`src/rv_defines.svh`:
```
`ifndef RV_DEFINES_SVH
`define RV_DEFINES_SVH

// data and pc width
`define RV_XLEN 32

// machine csr address width
`define RV_CSR_ADDR_W 12

`endif

```
`src/trap_pkg.sv`:
```
`default_nettype none

package trap_pkg;

    // trap kinds handed from the detector to the controller
    typedef enum logic [2:0] {
        TRAP_NONE            = 3'd0,
        TRAP_FENCEI          = 3'd1,
        TRAP_MRET            = 3'd2,
        TRAP_EBREAK          = 3'd3,
        TRAP_ECALL           = 3'd4,
        TRAP_MISALIGNED_INST = 3'd5,
        TRAP_MISALIGNED_MEM  = 3'd6
    } trap_kind_t;

    // pre-trap handling FSM, only used by multi-cycle traps
    typedef enum logic [1:0] {
        PTH_IDLE         = 2'd0, // mepc write happens here
        PTH_WRITE_MEPC   = 2'd1, // mcause write happens here
        PTH_WRITE_MCAUSE = 2'd2, // ebreak finishes here
        PTH_READ_MTVEC   = 2'd3
    } pth_state_t;

endpackage

`default_nettype wire

```
`src/csr_pkg.sv`:
```
`include "rv_defines.svh"

`default_nettype none

package csr_pkg;

    // machine csr addresses
    parameter logic [`RV_CSR_ADDR_W-1:0] CSR_MTVEC  = 12'h305;
    parameter logic [`RV_CSR_ADDR_W-1:0] CSR_MEPC   = 12'h341;
    parameter logic [`RV_CSR_ADDR_W-1:0] CSR_MCAUSE = 12'h342;

    // mcause exception codes, interrupt bit is always clear
    parameter logic [`RV_XLEN-1:0] CAUSE_INST_MISALIGNED = `RV_XLEN'(0);
    parameter logic [`RV_XLEN-1:0] CAUSE_BREAKPOINT      = `RV_XLEN'(3);
    parameter logic [`RV_XLEN-1:0] CAUSE_LOAD_MISALIGNED = `RV_XLEN'(4);
    parameter logic [`RV_XLEN-1:0] CAUSE_ECALL_M         = `RV_XLEN'(11);

endpackage

`default_nettype wire

```
`src/trap_detector.sv`:
```
`include "rv_defines.svh"

`default_nettype none

module trap_detector (
    input  logic                       clk,
    input  logic                       reset,
    input  logic                       ecall_req,
    input  logic                       ebreak_req,
    input  logic                       fencei_req,
    input  logic                       mret_req,
    input  logic                       misaligned_inst_req,
    input  logic                       misaligned_mem_req,
    input  logic [`RV_XLEN-1:0]        id_pc,
    input  logic [`RV_XLEN-1:0]        ex_pc,
    input  logic [`RV_XLEN-1:0]        mem_pc,
    input  logic                       trap_done,
    output trap_pkg::trap_kind_t       trap_status,
    output logic [`RV_XLEN-1:0]        trap_pc
);

    trap_pkg::trap_kind_t req_kind;     // winning request this cycle
    logic [`RV_XLEN-1:0]  req_pc;

    // fixed priority, memory side faults first
    always_comb begin
        req_kind = trap_pkg::TRAP_NONE;
        req_pc   = ex_pc;
        if (misaligned_mem_req) begin
            req_kind = trap_pkg::TRAP_MISALIGNED_MEM;
            req_pc   = mem_pc;
        end else if (misaligned_inst_req) begin
            req_kind = trap_pkg::TRAP_MISALIGNED_INST;
        end else if (ecall_req) begin
            req_kind = trap_pkg::TRAP_ECALL;
            req_pc   = id_pc;       // ecall is caught in decode
        end else if (ebreak_req) begin
            req_kind = trap_pkg::TRAP_EBREAK;
        end else if (mret_req) begin
            req_kind = trap_pkg::TRAP_MRET;
        end else if (fencei_req) begin
            req_kind = trap_pkg::TRAP_FENCEI;
        end
    end

    // trap_done is high whenever the slot is free, so requests seen
    // while a trap is still running (core stalled) are simply lost
    always_ff @(posedge clk or posedge reset) begin
        if (reset) begin
            trap_status <= trap_pkg::TRAP_NONE;
        end else if (trap_done) begin
            trap_status <= req_kind;
        end
    end

    always_ff @(posedge clk) begin
        if (trap_done) begin
            trap_pc <= req_pc;      // only meaningful next to trap_status
        end
    end

endmodule

`default_nettype wire

```
`src/trap_controller.sv`:
```
`include "rv_defines.svh"

`default_nettype none

module trap_controller (
    input  logic                         clk,
    input  logic                         reset,
    input  trap_pkg::trap_kind_t         trap_status,
    input  logic [`RV_XLEN-1:0]          trap_pc,
    input  logic [`RV_XLEN-1:0]          csr_trap_rdata,
    output logic                         csr_trap_we,
    output logic [`RV_CSR_ADDR_W-1:0]    csr_trap_addr,
    output logic [`RV_XLEN-1:0]          csr_trap_wdata,
    output logic [`RV_XLEN-1:0]          trap_target,
    output logic                         redirect_valid,
    output logic                         ic_flush,
    output logic                         debug_mode,
    output logic                         trap_done
);

    trap_pkg::pth_state_t state, next_state;
    logic                 finish;       // last working cycle of this trap
    logic                 done_q;       // releases the detector one cycle later
    logic                 debug_set;
    logic                 debug_clr;
    logic [`RV_XLEN-1:0]  cause_code;

    always_ff @(posedge clk or posedge reset) begin
        if (reset) begin
            state      <= trap_pkg::PTH_IDLE;
            done_q     <= 1'b0;
            debug_mode <= 1'b0;
        end else begin
            state  <= next_state;
            done_q <= finish;
            if (debug_set) begin
                debug_mode <= 1'b1;
            end else if (debug_clr) begin
                debug_mode <= 1'b0;
            end
        end
    end

    // stall covers every working cycle, including the redirect cycle
    assign trap_done = done_q || (trap_status == trap_pkg::TRAP_NONE);

    always_comb begin
        case (trap_status)
            trap_pkg::TRAP_EBREAK:         cause_code = csr_pkg::CAUSE_BREAKPOINT;
            trap_pkg::TRAP_ECALL:          cause_code = csr_pkg::CAUSE_ECALL_M;
            trap_pkg::TRAP_MISALIGNED_MEM: cause_code = csr_pkg::CAUSE_LOAD_MISALIGNED;
            default:                       cause_code = csr_pkg::CAUSE_INST_MISALIGNED;
        endcase
    end

    always_comb begin
        csr_trap_we    = 1'b0;
        csr_trap_addr  = '0;
        csr_trap_wdata = '0;
        trap_target    = '0;
        redirect_valid = 1'b0;
        ic_flush       = 1'b0;
        debug_set      = 1'b0;
        debug_clr      = 1'b0;
        finish         = 1'b0;
        next_state     = state;

        if (!trap_done) begin
            case (trap_status)
                trap_pkg::TRAP_FENCEI: begin
                    ic_flush = 1'b1;
                    finish   = 1'b1;
                end
                trap_pkg::TRAP_MRET: begin
                    csr_trap_addr  = csr_pkg::CSR_MEPC;
                    // force word alignment before stepping past the trapping insn
                    trap_target    = {csr_trap_rdata[`RV_XLEN-1:2], 2'b00} + `RV_XLEN'(4);
                    redirect_valid = 1'b1;
                    debug_clr      = 1'b1;
                    finish         = 1'b1;
                end
                default: begin
                    case (state)
                        trap_pkg::PTH_IDLE: begin
                            csr_trap_we    = 1'b1;
                            csr_trap_addr  = csr_pkg::CSR_MEPC;
                            csr_trap_wdata = trap_pc;
                            next_state     = trap_pkg::PTH_WRITE_MEPC;
                        end
                        trap_pkg::PTH_WRITE_MEPC: begin
                            csr_trap_we    = 1'b1;
                            csr_trap_addr  = csr_pkg::CSR_MCAUSE;
                            csr_trap_wdata = cause_code;
                            next_state     = trap_pkg::PTH_WRITE_MCAUSE;
                        end
                        trap_pkg::PTH_WRITE_MCAUSE: begin
                            if (trap_status == trap_pkg::TRAP_EBREAK) begin
                                debug_set  = 1'b1;     // no handler jump, debugger takes over
                                finish     = 1'b1;
                                next_state = trap_pkg::PTH_IDLE;
                            end else begin
                                next_state = trap_pkg::PTH_READ_MTVEC;
                            end
                        end
                        default: begin  // PTH_READ_MTVEC
                            csr_trap_addr  = csr_pkg::CSR_MTVEC;
                            trap_target    = csr_trap_rdata;
                            redirect_valid = 1'b1;
                            finish         = 1'b1;
                            next_state     = trap_pkg::PTH_IDLE;
                        end
                    endcase
                end
            endcase
        end
    end

endmodule

`default_nettype wire

```
`src/machine_csr_file.sv`:
```
`include "rv_defines.svh"

`default_nettype none

module machine_csr_file (
    input  logic                         clk,
    input  logic                         reset,
    input  logic                         csr_trap_we,
    input  logic [`RV_CSR_ADDR_W-1:0]    csr_trap_addr,
    input  logic [`RV_XLEN-1:0]          csr_trap_wdata,
    output logic [`RV_XLEN-1:0]          csr_trap_rdata,
    input  logic                         csr_sw_we,
    input  logic [`RV_CSR_ADDR_W-1:0]    csr_sw_addr,
    input  logic [`RV_XLEN-1:0]          csr_sw_wdata,
    output logic [`RV_XLEN-1:0]          csr_sw_rdata
);

    logic [`RV_XLEN-1:0]       mepc;
    logic [`RV_XLEN-1:0]       mcause;
    logic [`RV_XLEN-1:0]       mtvec;
    logic                      wr_en;
    logic [`RV_CSR_ADDR_W-1:0] wr_addr;
    logic [`RV_XLEN-1:0]       wr_data;

    // unknown addresses read as zero
    function automatic logic [`RV_XLEN-1:0] csr_read(input logic [`RV_CSR_ADDR_W-1:0] addr);
        logic [`RV_XLEN-1:0] val;
        case (addr)
            csr_pkg::CSR_MEPC:   val = mepc;
            csr_pkg::CSR_MCAUSE: val = mcause;
            csr_pkg::CSR_MTVEC:  val = mtvec;
            default:             val = '0;
        endcase
        return val;
    endfunction

    // trap port owns the write path when active and a sw write that cycle is lost
    assign wr_en   = csr_trap_we | csr_sw_we;
    assign wr_addr = csr_trap_we ? csr_trap_addr : csr_sw_addr;
    assign wr_data = csr_trap_we ? csr_trap_wdata : csr_sw_wdata;

    always_ff @(posedge clk or posedge reset) begin
        if (reset) begin
            mepc   <= '0;
            mcause <= '0;
            mtvec  <= '0;
        end else if (wr_en) begin
            case (wr_addr)
                csr_pkg::CSR_MEPC:   mepc   <= wr_data;
                csr_pkg::CSR_MCAUSE: mcause <= wr_data;
                csr_pkg::CSR_MTVEC:  mtvec  <= wr_data;    // direct mode only
                default: ;                                   // unknown address is dropped
            endcase
        end
    end

    // both read ports follow the registers as well as the addresses
    always_comb begin
        csr_trap_rdata = csr_read(csr_trap_addr);
        csr_sw_rdata   = csr_read(csr_sw_addr);
    end

endmodule

`default_nettype wire

```
`src/trap_unit_top.sv`:
```
`include "rv_defines.svh"

`default_nettype none

module trap_unit_top (
    input  logic                         clk,
    input  logic                         reset,
    input  logic                         ecall_req,
    input  logic                         ebreak_req,
    input  logic                         fencei_req,
    input  logic                         mret_req,
    input  logic                         misaligned_inst_req,
    input  logic                         misaligned_mem_req,
    input  logic [`RV_XLEN-1:0]          id_pc,
    input  logic [`RV_XLEN-1:0]          ex_pc,
    input  logic [`RV_XLEN-1:0]          mem_pc,
    input  logic                         csr_sw_we,
    input  logic [`RV_CSR_ADDR_W-1:0]    csr_sw_addr,
    input  logic [`RV_XLEN-1:0]          csr_sw_wdata,
    output logic [`RV_XLEN-1:0]          csr_sw_rdata,
    output logic                         pc_stall,
    output logic                         redirect_valid,
    output logic [`RV_XLEN-1:0]          redirect_pc,
    output logic                         ic_flush,
    output logic                         debug_mode
);

    trap_pkg::trap_kind_t      trap_status;
    logic [`RV_XLEN-1:0]       trap_pc;
    logic                      trap_done;
    logic                      csr_trap_we;
    logic [`RV_CSR_ADDR_W-1:0] csr_trap_addr;
    logic [`RV_XLEN-1:0]       csr_trap_wdata;
    logic [`RV_XLEN-1:0]       csr_trap_rdata;
    logic [`RV_XLEN-1:0]       trap_target;

    assign pc_stall    = ~trap_done;    // core holds fetch while a trap runs
    assign redirect_pc = trap_target;

    trap_detector u_detector (
        .clk                 (clk),
        .reset               (reset),
        .ecall_req           (ecall_req),
        .ebreak_req          (ebreak_req),
        .fencei_req          (fencei_req),
        .mret_req            (mret_req),
        .misaligned_inst_req (misaligned_inst_req),
        .misaligned_mem_req  (misaligned_mem_req),
        .id_pc               (id_pc),
        .ex_pc               (ex_pc),
        .mem_pc              (mem_pc),
        .trap_done           (trap_done),
        .trap_status         (trap_status),
        .trap_pc             (trap_pc)
    );

    trap_controller u_controller (
        .clk            (clk),
        .reset          (reset),
        .trap_status    (trap_status),
        .trap_pc        (trap_pc),
        .csr_trap_rdata (csr_trap_rdata),
        .csr_trap_we    (csr_trap_we),
        .csr_trap_addr  (csr_trap_addr),
        .csr_trap_wdata (csr_trap_wdata),
        .trap_target    (trap_target),
        .redirect_valid (redirect_valid),
        .ic_flush       (ic_flush),
        .debug_mode     (debug_mode),
        .trap_done      (trap_done)
    );

    machine_csr_file u_csr (
        .clk            (clk),
        .reset          (reset),
        .csr_trap_we    (csr_trap_we),
        .csr_trap_addr  (csr_trap_addr),
        .csr_trap_wdata (csr_trap_wdata),
        .csr_trap_rdata (csr_trap_rdata),
        .csr_sw_we      (csr_sw_we),
        .csr_sw_addr    (csr_sw_addr),
        .csr_sw_wdata   (csr_sw_wdata),
        .csr_sw_rdata   (csr_sw_rdata)
    );

endmodule

`default_nettype wire

```
`config.mk`:
```
export PLATFORM = sky130hd
export DESIGN_NAME = trap_unit_top
export DESIGN_NICKNAME = d
export VERILOG_FILES = /design/src/trap_pkg.sv /design/src/csr_pkg.sv /design/src/trap_detector.sv /design/src/trap_controller.sv /design/src/machine_csr_file.sv /design/src/trap_unit_top.sv
export VERILOG_INCLUDE_DIRS = /design/src /design/src/src
export SDC_FILE = /design/constraint.sdc
export NUM_CORES = 1
export LEC_CHECK = 0
export BUFFER_PORTS_ARGS = -buffer_cell sky130_fd_sc_hd__buf_2
export CAP_MARGIN = 20
export CELL_PAD_IN_SITES_DETAIL_PLACEMENT = 0
export CELL_PAD_IN_SITES_GLOBAL_PLACEMENT = 1
export CORE_UTILIZATION = 40
export CTS_CLUSTER_DIAMETER = 80
export DETAILED_ROUTE_END_ITERATION = 10
export HOLD_SLACK_MARGIN = 0.1
export PLACE_DENSITY = 0.82
export SYNTH_ARGS = -nofsm -noshare
export SYNTH_HDL_FRONTEND = slang
export SYNTH_SLANG_ARGS = --single-unit
```
`constraint.sdc`:
```
create_clock -name clk -period 4.8 [get_ports clk]
set_input_delay 0.72 -clock clk [delete_from_list [all_inputs] [get_ports clk]]
set_output_delay 0.72 -clock clk [all_outputs]
set_load 0.005 [all_outputs]
```
-- Word level (Yosys, flattened, before mapping)
Cells that the tools add are included.
- reduce and logical (&&, ||, !) cells: 11
- mux-type cells: 44
- equality and inequality tests: 16
- add/sub/neg operators: 1
- bitwise gates (word level): 3
- operator list (kind ; count):
    $mux 32 ; 8
    $pmux 32 s3 ; 2
    $pmux 32 s2 ; 2
    $eq 12x10->1 const B ; 9
    $add 32x3->32 const B ; 1
    $pmux 10 s3 ; 1
    $mux 12 ; 2
    $pmux 12 s2 ; 1
    $mux 1 ; 18
    $mux 3 ; 5
    $pmux 4 s3 ; 1
    $reduce_and 2->1 ; 4
    $eq 3x2->1 const B ; 2
    $eq 3x3->1 const B ; 2
    $pmux 2 s3 ; 1
    $pmux 1 s2 ; 2
    $reduce_or 2->1 ; 2
    $eq 3x1->1 const B ; 1
    $logic_not 3->1 ; 1
    $reduce_or 3->1 ; 1
    $eq 2x1->1 const B ; 1
    $eq 2x2->1 const B ; 1
    $logic_not 2->1 ; 1
    $mux 2 ; 1
    other kinds (4) ; 5
- logic and storage cells: 83
- bits in registers: 135
- output and inout bits: 68

-- Depth between registers and ports, before layout
- depth in word-level cells: 9
- gate-level depth with buffers: 15

-- Modules after synthesis
A second synthesis with hierarchy kept.
- cell total of the unflattened synthesis: 849
- area total of the unflattened synthesis: 9165.0 um^2
- modules (own cells, without submodules) (module ; instances ; area each (um^2) ; cells an instance):
    machine_csr_file ; 1 ; 5594.1 ; 422
    trap_detector ; 1 ; 1816.7 ; 157
    trap_controller ; 1 ; 1750.4 ; 269
    trap_unit_top ; 1 ; 3.8 ; 1

-- Least setup slack after synthesis
No wires, ideal clock.
- path kind: reg-to-output
- start: register u_controller.state[0]
- end: output port redirect_pc[29]
- slack: 0.490 ns
- data required time: 4.080 ns
- data arrival time: 3.590 ns
- stages on the path, launching flop included: 12
- path buffers: 1
- path through: dfrtp_1 -> inv_1 -> ha_1 -> nor4b_4 -> nor3b_4 -> a22oi_2 -> a222oi_1 -> nand2_2 -> or4_1 -> clkbuf_1 -> o31a_1 -> o32ai_1
- cells in the longest elaborated chain, start to end: 9
- elaborated cells between the ends (all ways): 15
- ends and longest elaborated chain (what ; line ; source):
    from (decl) ; trap_controller.sv:21 ; trap_pkg::pth_state_t state, next_state;
    from (signal assigned) ; trap_controller.sv:30 ; state <= trap_pkg::PTH_IDLE;
    from (signal assigned) ; trap_controller.sv:34 ; state <= next_state;
    $eq 2x2->1 (tied with other cells) ; trap_controller.sv:83 ; case (state)
    $pmux 10 s3 ; trap_controller.sv:83 ;
    $pmux 12 s2 ; trap_controller.sv:69 ; case (trap_status)
    $mux 12 ; trap_controller.sv:68 ; if (!trap_done) begin
    $eq 12x10->1 ; machine_csr_file.sv:28 ; case (addr)
    $pmux 32 s3 ; machine_csr_file.sv:28 ;
    $add 32x3->32 / $mux 32 (equally long branches) ; trap_controller.sv:77, trap_controller.sv:83 ;
    $pmux 32 s2 * ; trap_controller.sv:69 ;
    $mux 32 * ; trap_controller.sv:68 ;
    to (decl) ; trap_unit_top.sv:23 ; output logic [`RV_XLEN-1:0] redirect_pc,
Every way passes the cells marked *; elsewhere a longest branch is shown, timed or not.

-- Worst setup path after layout
- start: register u_controller.state[1]
- end: output port redirect_pc[29]
The elaborated chain is that of the path after synthesis.

==> metrics <==
status=complete, no violations; Die Height=144 um; Core Region=19700 sq um; area leader, netlist=dfrtp_1; Logic pwr share=42.5%; Worst Path Class, Setup=flop to output port; most frequent cells in the layout=216 x buf_2, 102 x dfrtp_1, 94 x nor2_1; share of cells above drive strength 1=30.9%; power share of the sequential group=35.1%; Worst-Skew Late Latency=420 ps; R2R depth=9; Die Wd=144 um; Final #Nets=1285; Worst path slowest cell=or4_4; Switching Share=41.3%; post-synthesis area per instance=8.94 sq um; CP top delay family=simple AND/OR/NAND/NOR gates; crit end category=output port; normalized max-slew margin=29.8%; clock power share=22.4%; fill cell count=1856; placed cell area=9630 sq um; NetSw=0.00252 W; clock buffer depth=2; Worst Path Max Fanout=9; first-pass iteration count of the detailed router=10; global route hottest layer=met2; Async SR Flop Fraction=76.3%; crit path buf inv count=4; Clock Skews=8.26 ps; FP Rows=51; design area=10400 sq um; Tot GR Track Use=25.7%; ant diodes=0; Seq cells post-synth=135; synthesized area=8080 sq um; CTS tree=yes; CTS buffer count=17; Top FF cell, synth=dfrtp_1; min-delay worst type=primary input to async pin; # hold bufs at CTS=0; DRC viols=0; initial antenna violation count=0; Leak Pwr=4.80 nW; Iter 0 DRT Violations=1053; final hold viol count=0; Worst setup SP type=flop; effective utilization at floorplan=41.1%; post-synth cell types=65; Max Cap Violations=0; DR WL/cell=18.6 um; Post-Synthesis Cells=904; CP Cell Sequence=inv_4, ha_4, nor4b_4, nor3b_4, buf_12, a22oi_1, a222oi_1, buf_4, nand2_1, or4_4, o31a_1, o32ai_2, buf_2; synth-to-layout area growth=29.0%; clock sink count=135; gpl congestion=0.944; met1 GRT Util=35.8%; total wire length=26100 um; Worst-path clk slew=60 ps; fmax=0.214 GHz; Int Pwr=0.00358 W; top cells by area, synth=dfrtp_1 32%, edfxtp_1 12%, a222oi_1 5.8%, o21ai_0 4.6%, nor2_1 4.4%; Post-DRT Antenna Nets=0; Mapped Nets=1060; grt met2 use=39.7%; worst vdd ir=0.000296 V; max-slew violations=0; Congestion Overflow GR=0; Multi-input gate area=4200 sq um; WP depth=13; Seq/Total Area, Yosys=43.8%; Synth top area share=31.9%; PwrDens=585 nW/um^2; I/O Pins=217; EDFF count, synth=32; # H-tree levels=4; clk root buf=clkbuf_16; Final HPWL DP=19500 um; period utilization=97.1%; Least-Margin Pin Slew=1050 ps; minimum clock period=4660 ps; number of global-route vias before repair=7327; Worst Path Arrival=3940 ps; die area=20800 sq um; largest net degree at the start of global routing=68; grt met3 use=5.63%; CP max stage delay=600 ps; Vias=7946; final setup fails=0; register area=3540 sq um; Synth warnings=0; first-pass GRT wire length=40300 um; commonest non-fill, non-tap cell in the layout=buf_2; final core occ=53.1%; number of port buffers=216; Critical Path RT=4080 ps; Vias/cell=5.65
==> area by class of cell <==
class                   count  area share [%]
inverters                  48            1.76
flip-flops and latches    135            33.9
well taps                 265            3.18
clock inverters            14            1.74
repair buffers            273            15.0
multi-input cells         654            40.3
clock buffers              18            4.12
==> per-layer routing <==
metal,share of wire (%),vias to the layer above
li1,-,3788
met1,45,3730
met2,44,394
met3,8.9,34
met4,2.1,0
met5,0,-
==> worst reg2reg max path: stages, from the launching register on <==
cell	delay, ps
dfrtp_1	590
a21oi_2	200
nor2_1	290
buf_4	240
o21ai_4	130
o21ai_0	340
and3_2	800
buf_12	260
nor2_1	60
a21oi_1	130
==> metrics by stage <==
stage | power, W | setup TNS [ps] | hold slack, ps | instances | worst slack, ps
detailed placement | 0.00461 | 0 | 487 | 1362 | 88.1
global placement | 0.00457 | 0 | 490 | 1362 | 204
global route | 0.00648 | -78.4 | 519 | 1407 | -42.9
floorplan | 0.00368 | 0 | 464 | 904 | 490
finish | 0.00610 | 0 | 470 | 1407 | 138
CTS | 0.00599 | 0 | 503 | 1399 | 19.0
==> synth_stat cells, drive strengths merged, types with 9 or more instances <==
cell	instances
dfrtp	103
nor2	95
nand2	88
o21ai	76
a21oi	71
inv	48
a222oi	47
clkbuf	46
a22oi	39
mux2i	33
edfxtp	32
nor3	24
nand3	22
buf	21
mux2	13
a21o	11
nor4	10
xnor2	10
and2	9
==> path summary, 6_finish.rpt <==
path | startpoint | end | slack [ps]
max in group asynchronous | reset | u_csr.mcause[17] | 3440
max | u_controller.state[1] | redirect_pc[29] | 140
min | reset | u_csr.mepc[7] | 470
min reg2reg | u_controller.debug_mode | u_controller.debug_mode | 510
min in group clk | u_controller.debug_mode | u_controller.debug_mode | 510
max reg2reg | u_detector.trap_status[1] | u_csr.mcause[21] | 1680
==> cell families (layout without fill, tap and decap cells) <==
logic type,Yosys count,in the layout,share of synthesized area (%)
buffers and inverters,115,353,5.51
and+or+nand+nor,304,304,18.4
DFF,135,135,43.8
adders and majority gates,7,7,1.08
xor gates and xnor gates,15,15,1.63
AOI/OAI and AO/OA,282,282,23.7
muxes,46,46,5.90
==> state kept, by name, summed over array words and instances, names as in the netlist <==
register / flops
u_controller.debug_mode: 1
u_controller.done_q: 1
u_controller.state: 2
u_csr.mcause: 32
u_csr.mepc: 32
u_csr.mtvec: 32
u_detector.trap_pc: 32
u_detector.trap_status: 3
==> timing repair <==
item	CTS	global route
buffers inserted	5	6
pin swaps	4	4
setup endpoints to repair	14	15
cloned	0	1
gates resized for setup	3	12
==> power groups by stage <==
stage | Combinational (W) | Sequential, W | Clock [W]
global route | 0.00286 | 0.00219 | 0.00143
global placement | 0.00243 | 0.00214 | 0
detailed placement | 0.00247 | 0.00214 | 0
finish | 0.00259 | 0.00214 | 0.00136
CTS | 0.00250 | 0.00212 | 0.00137
floorplan | 0.00170 | 0.00198 | 0
Power figures use the tool's default switching activity.
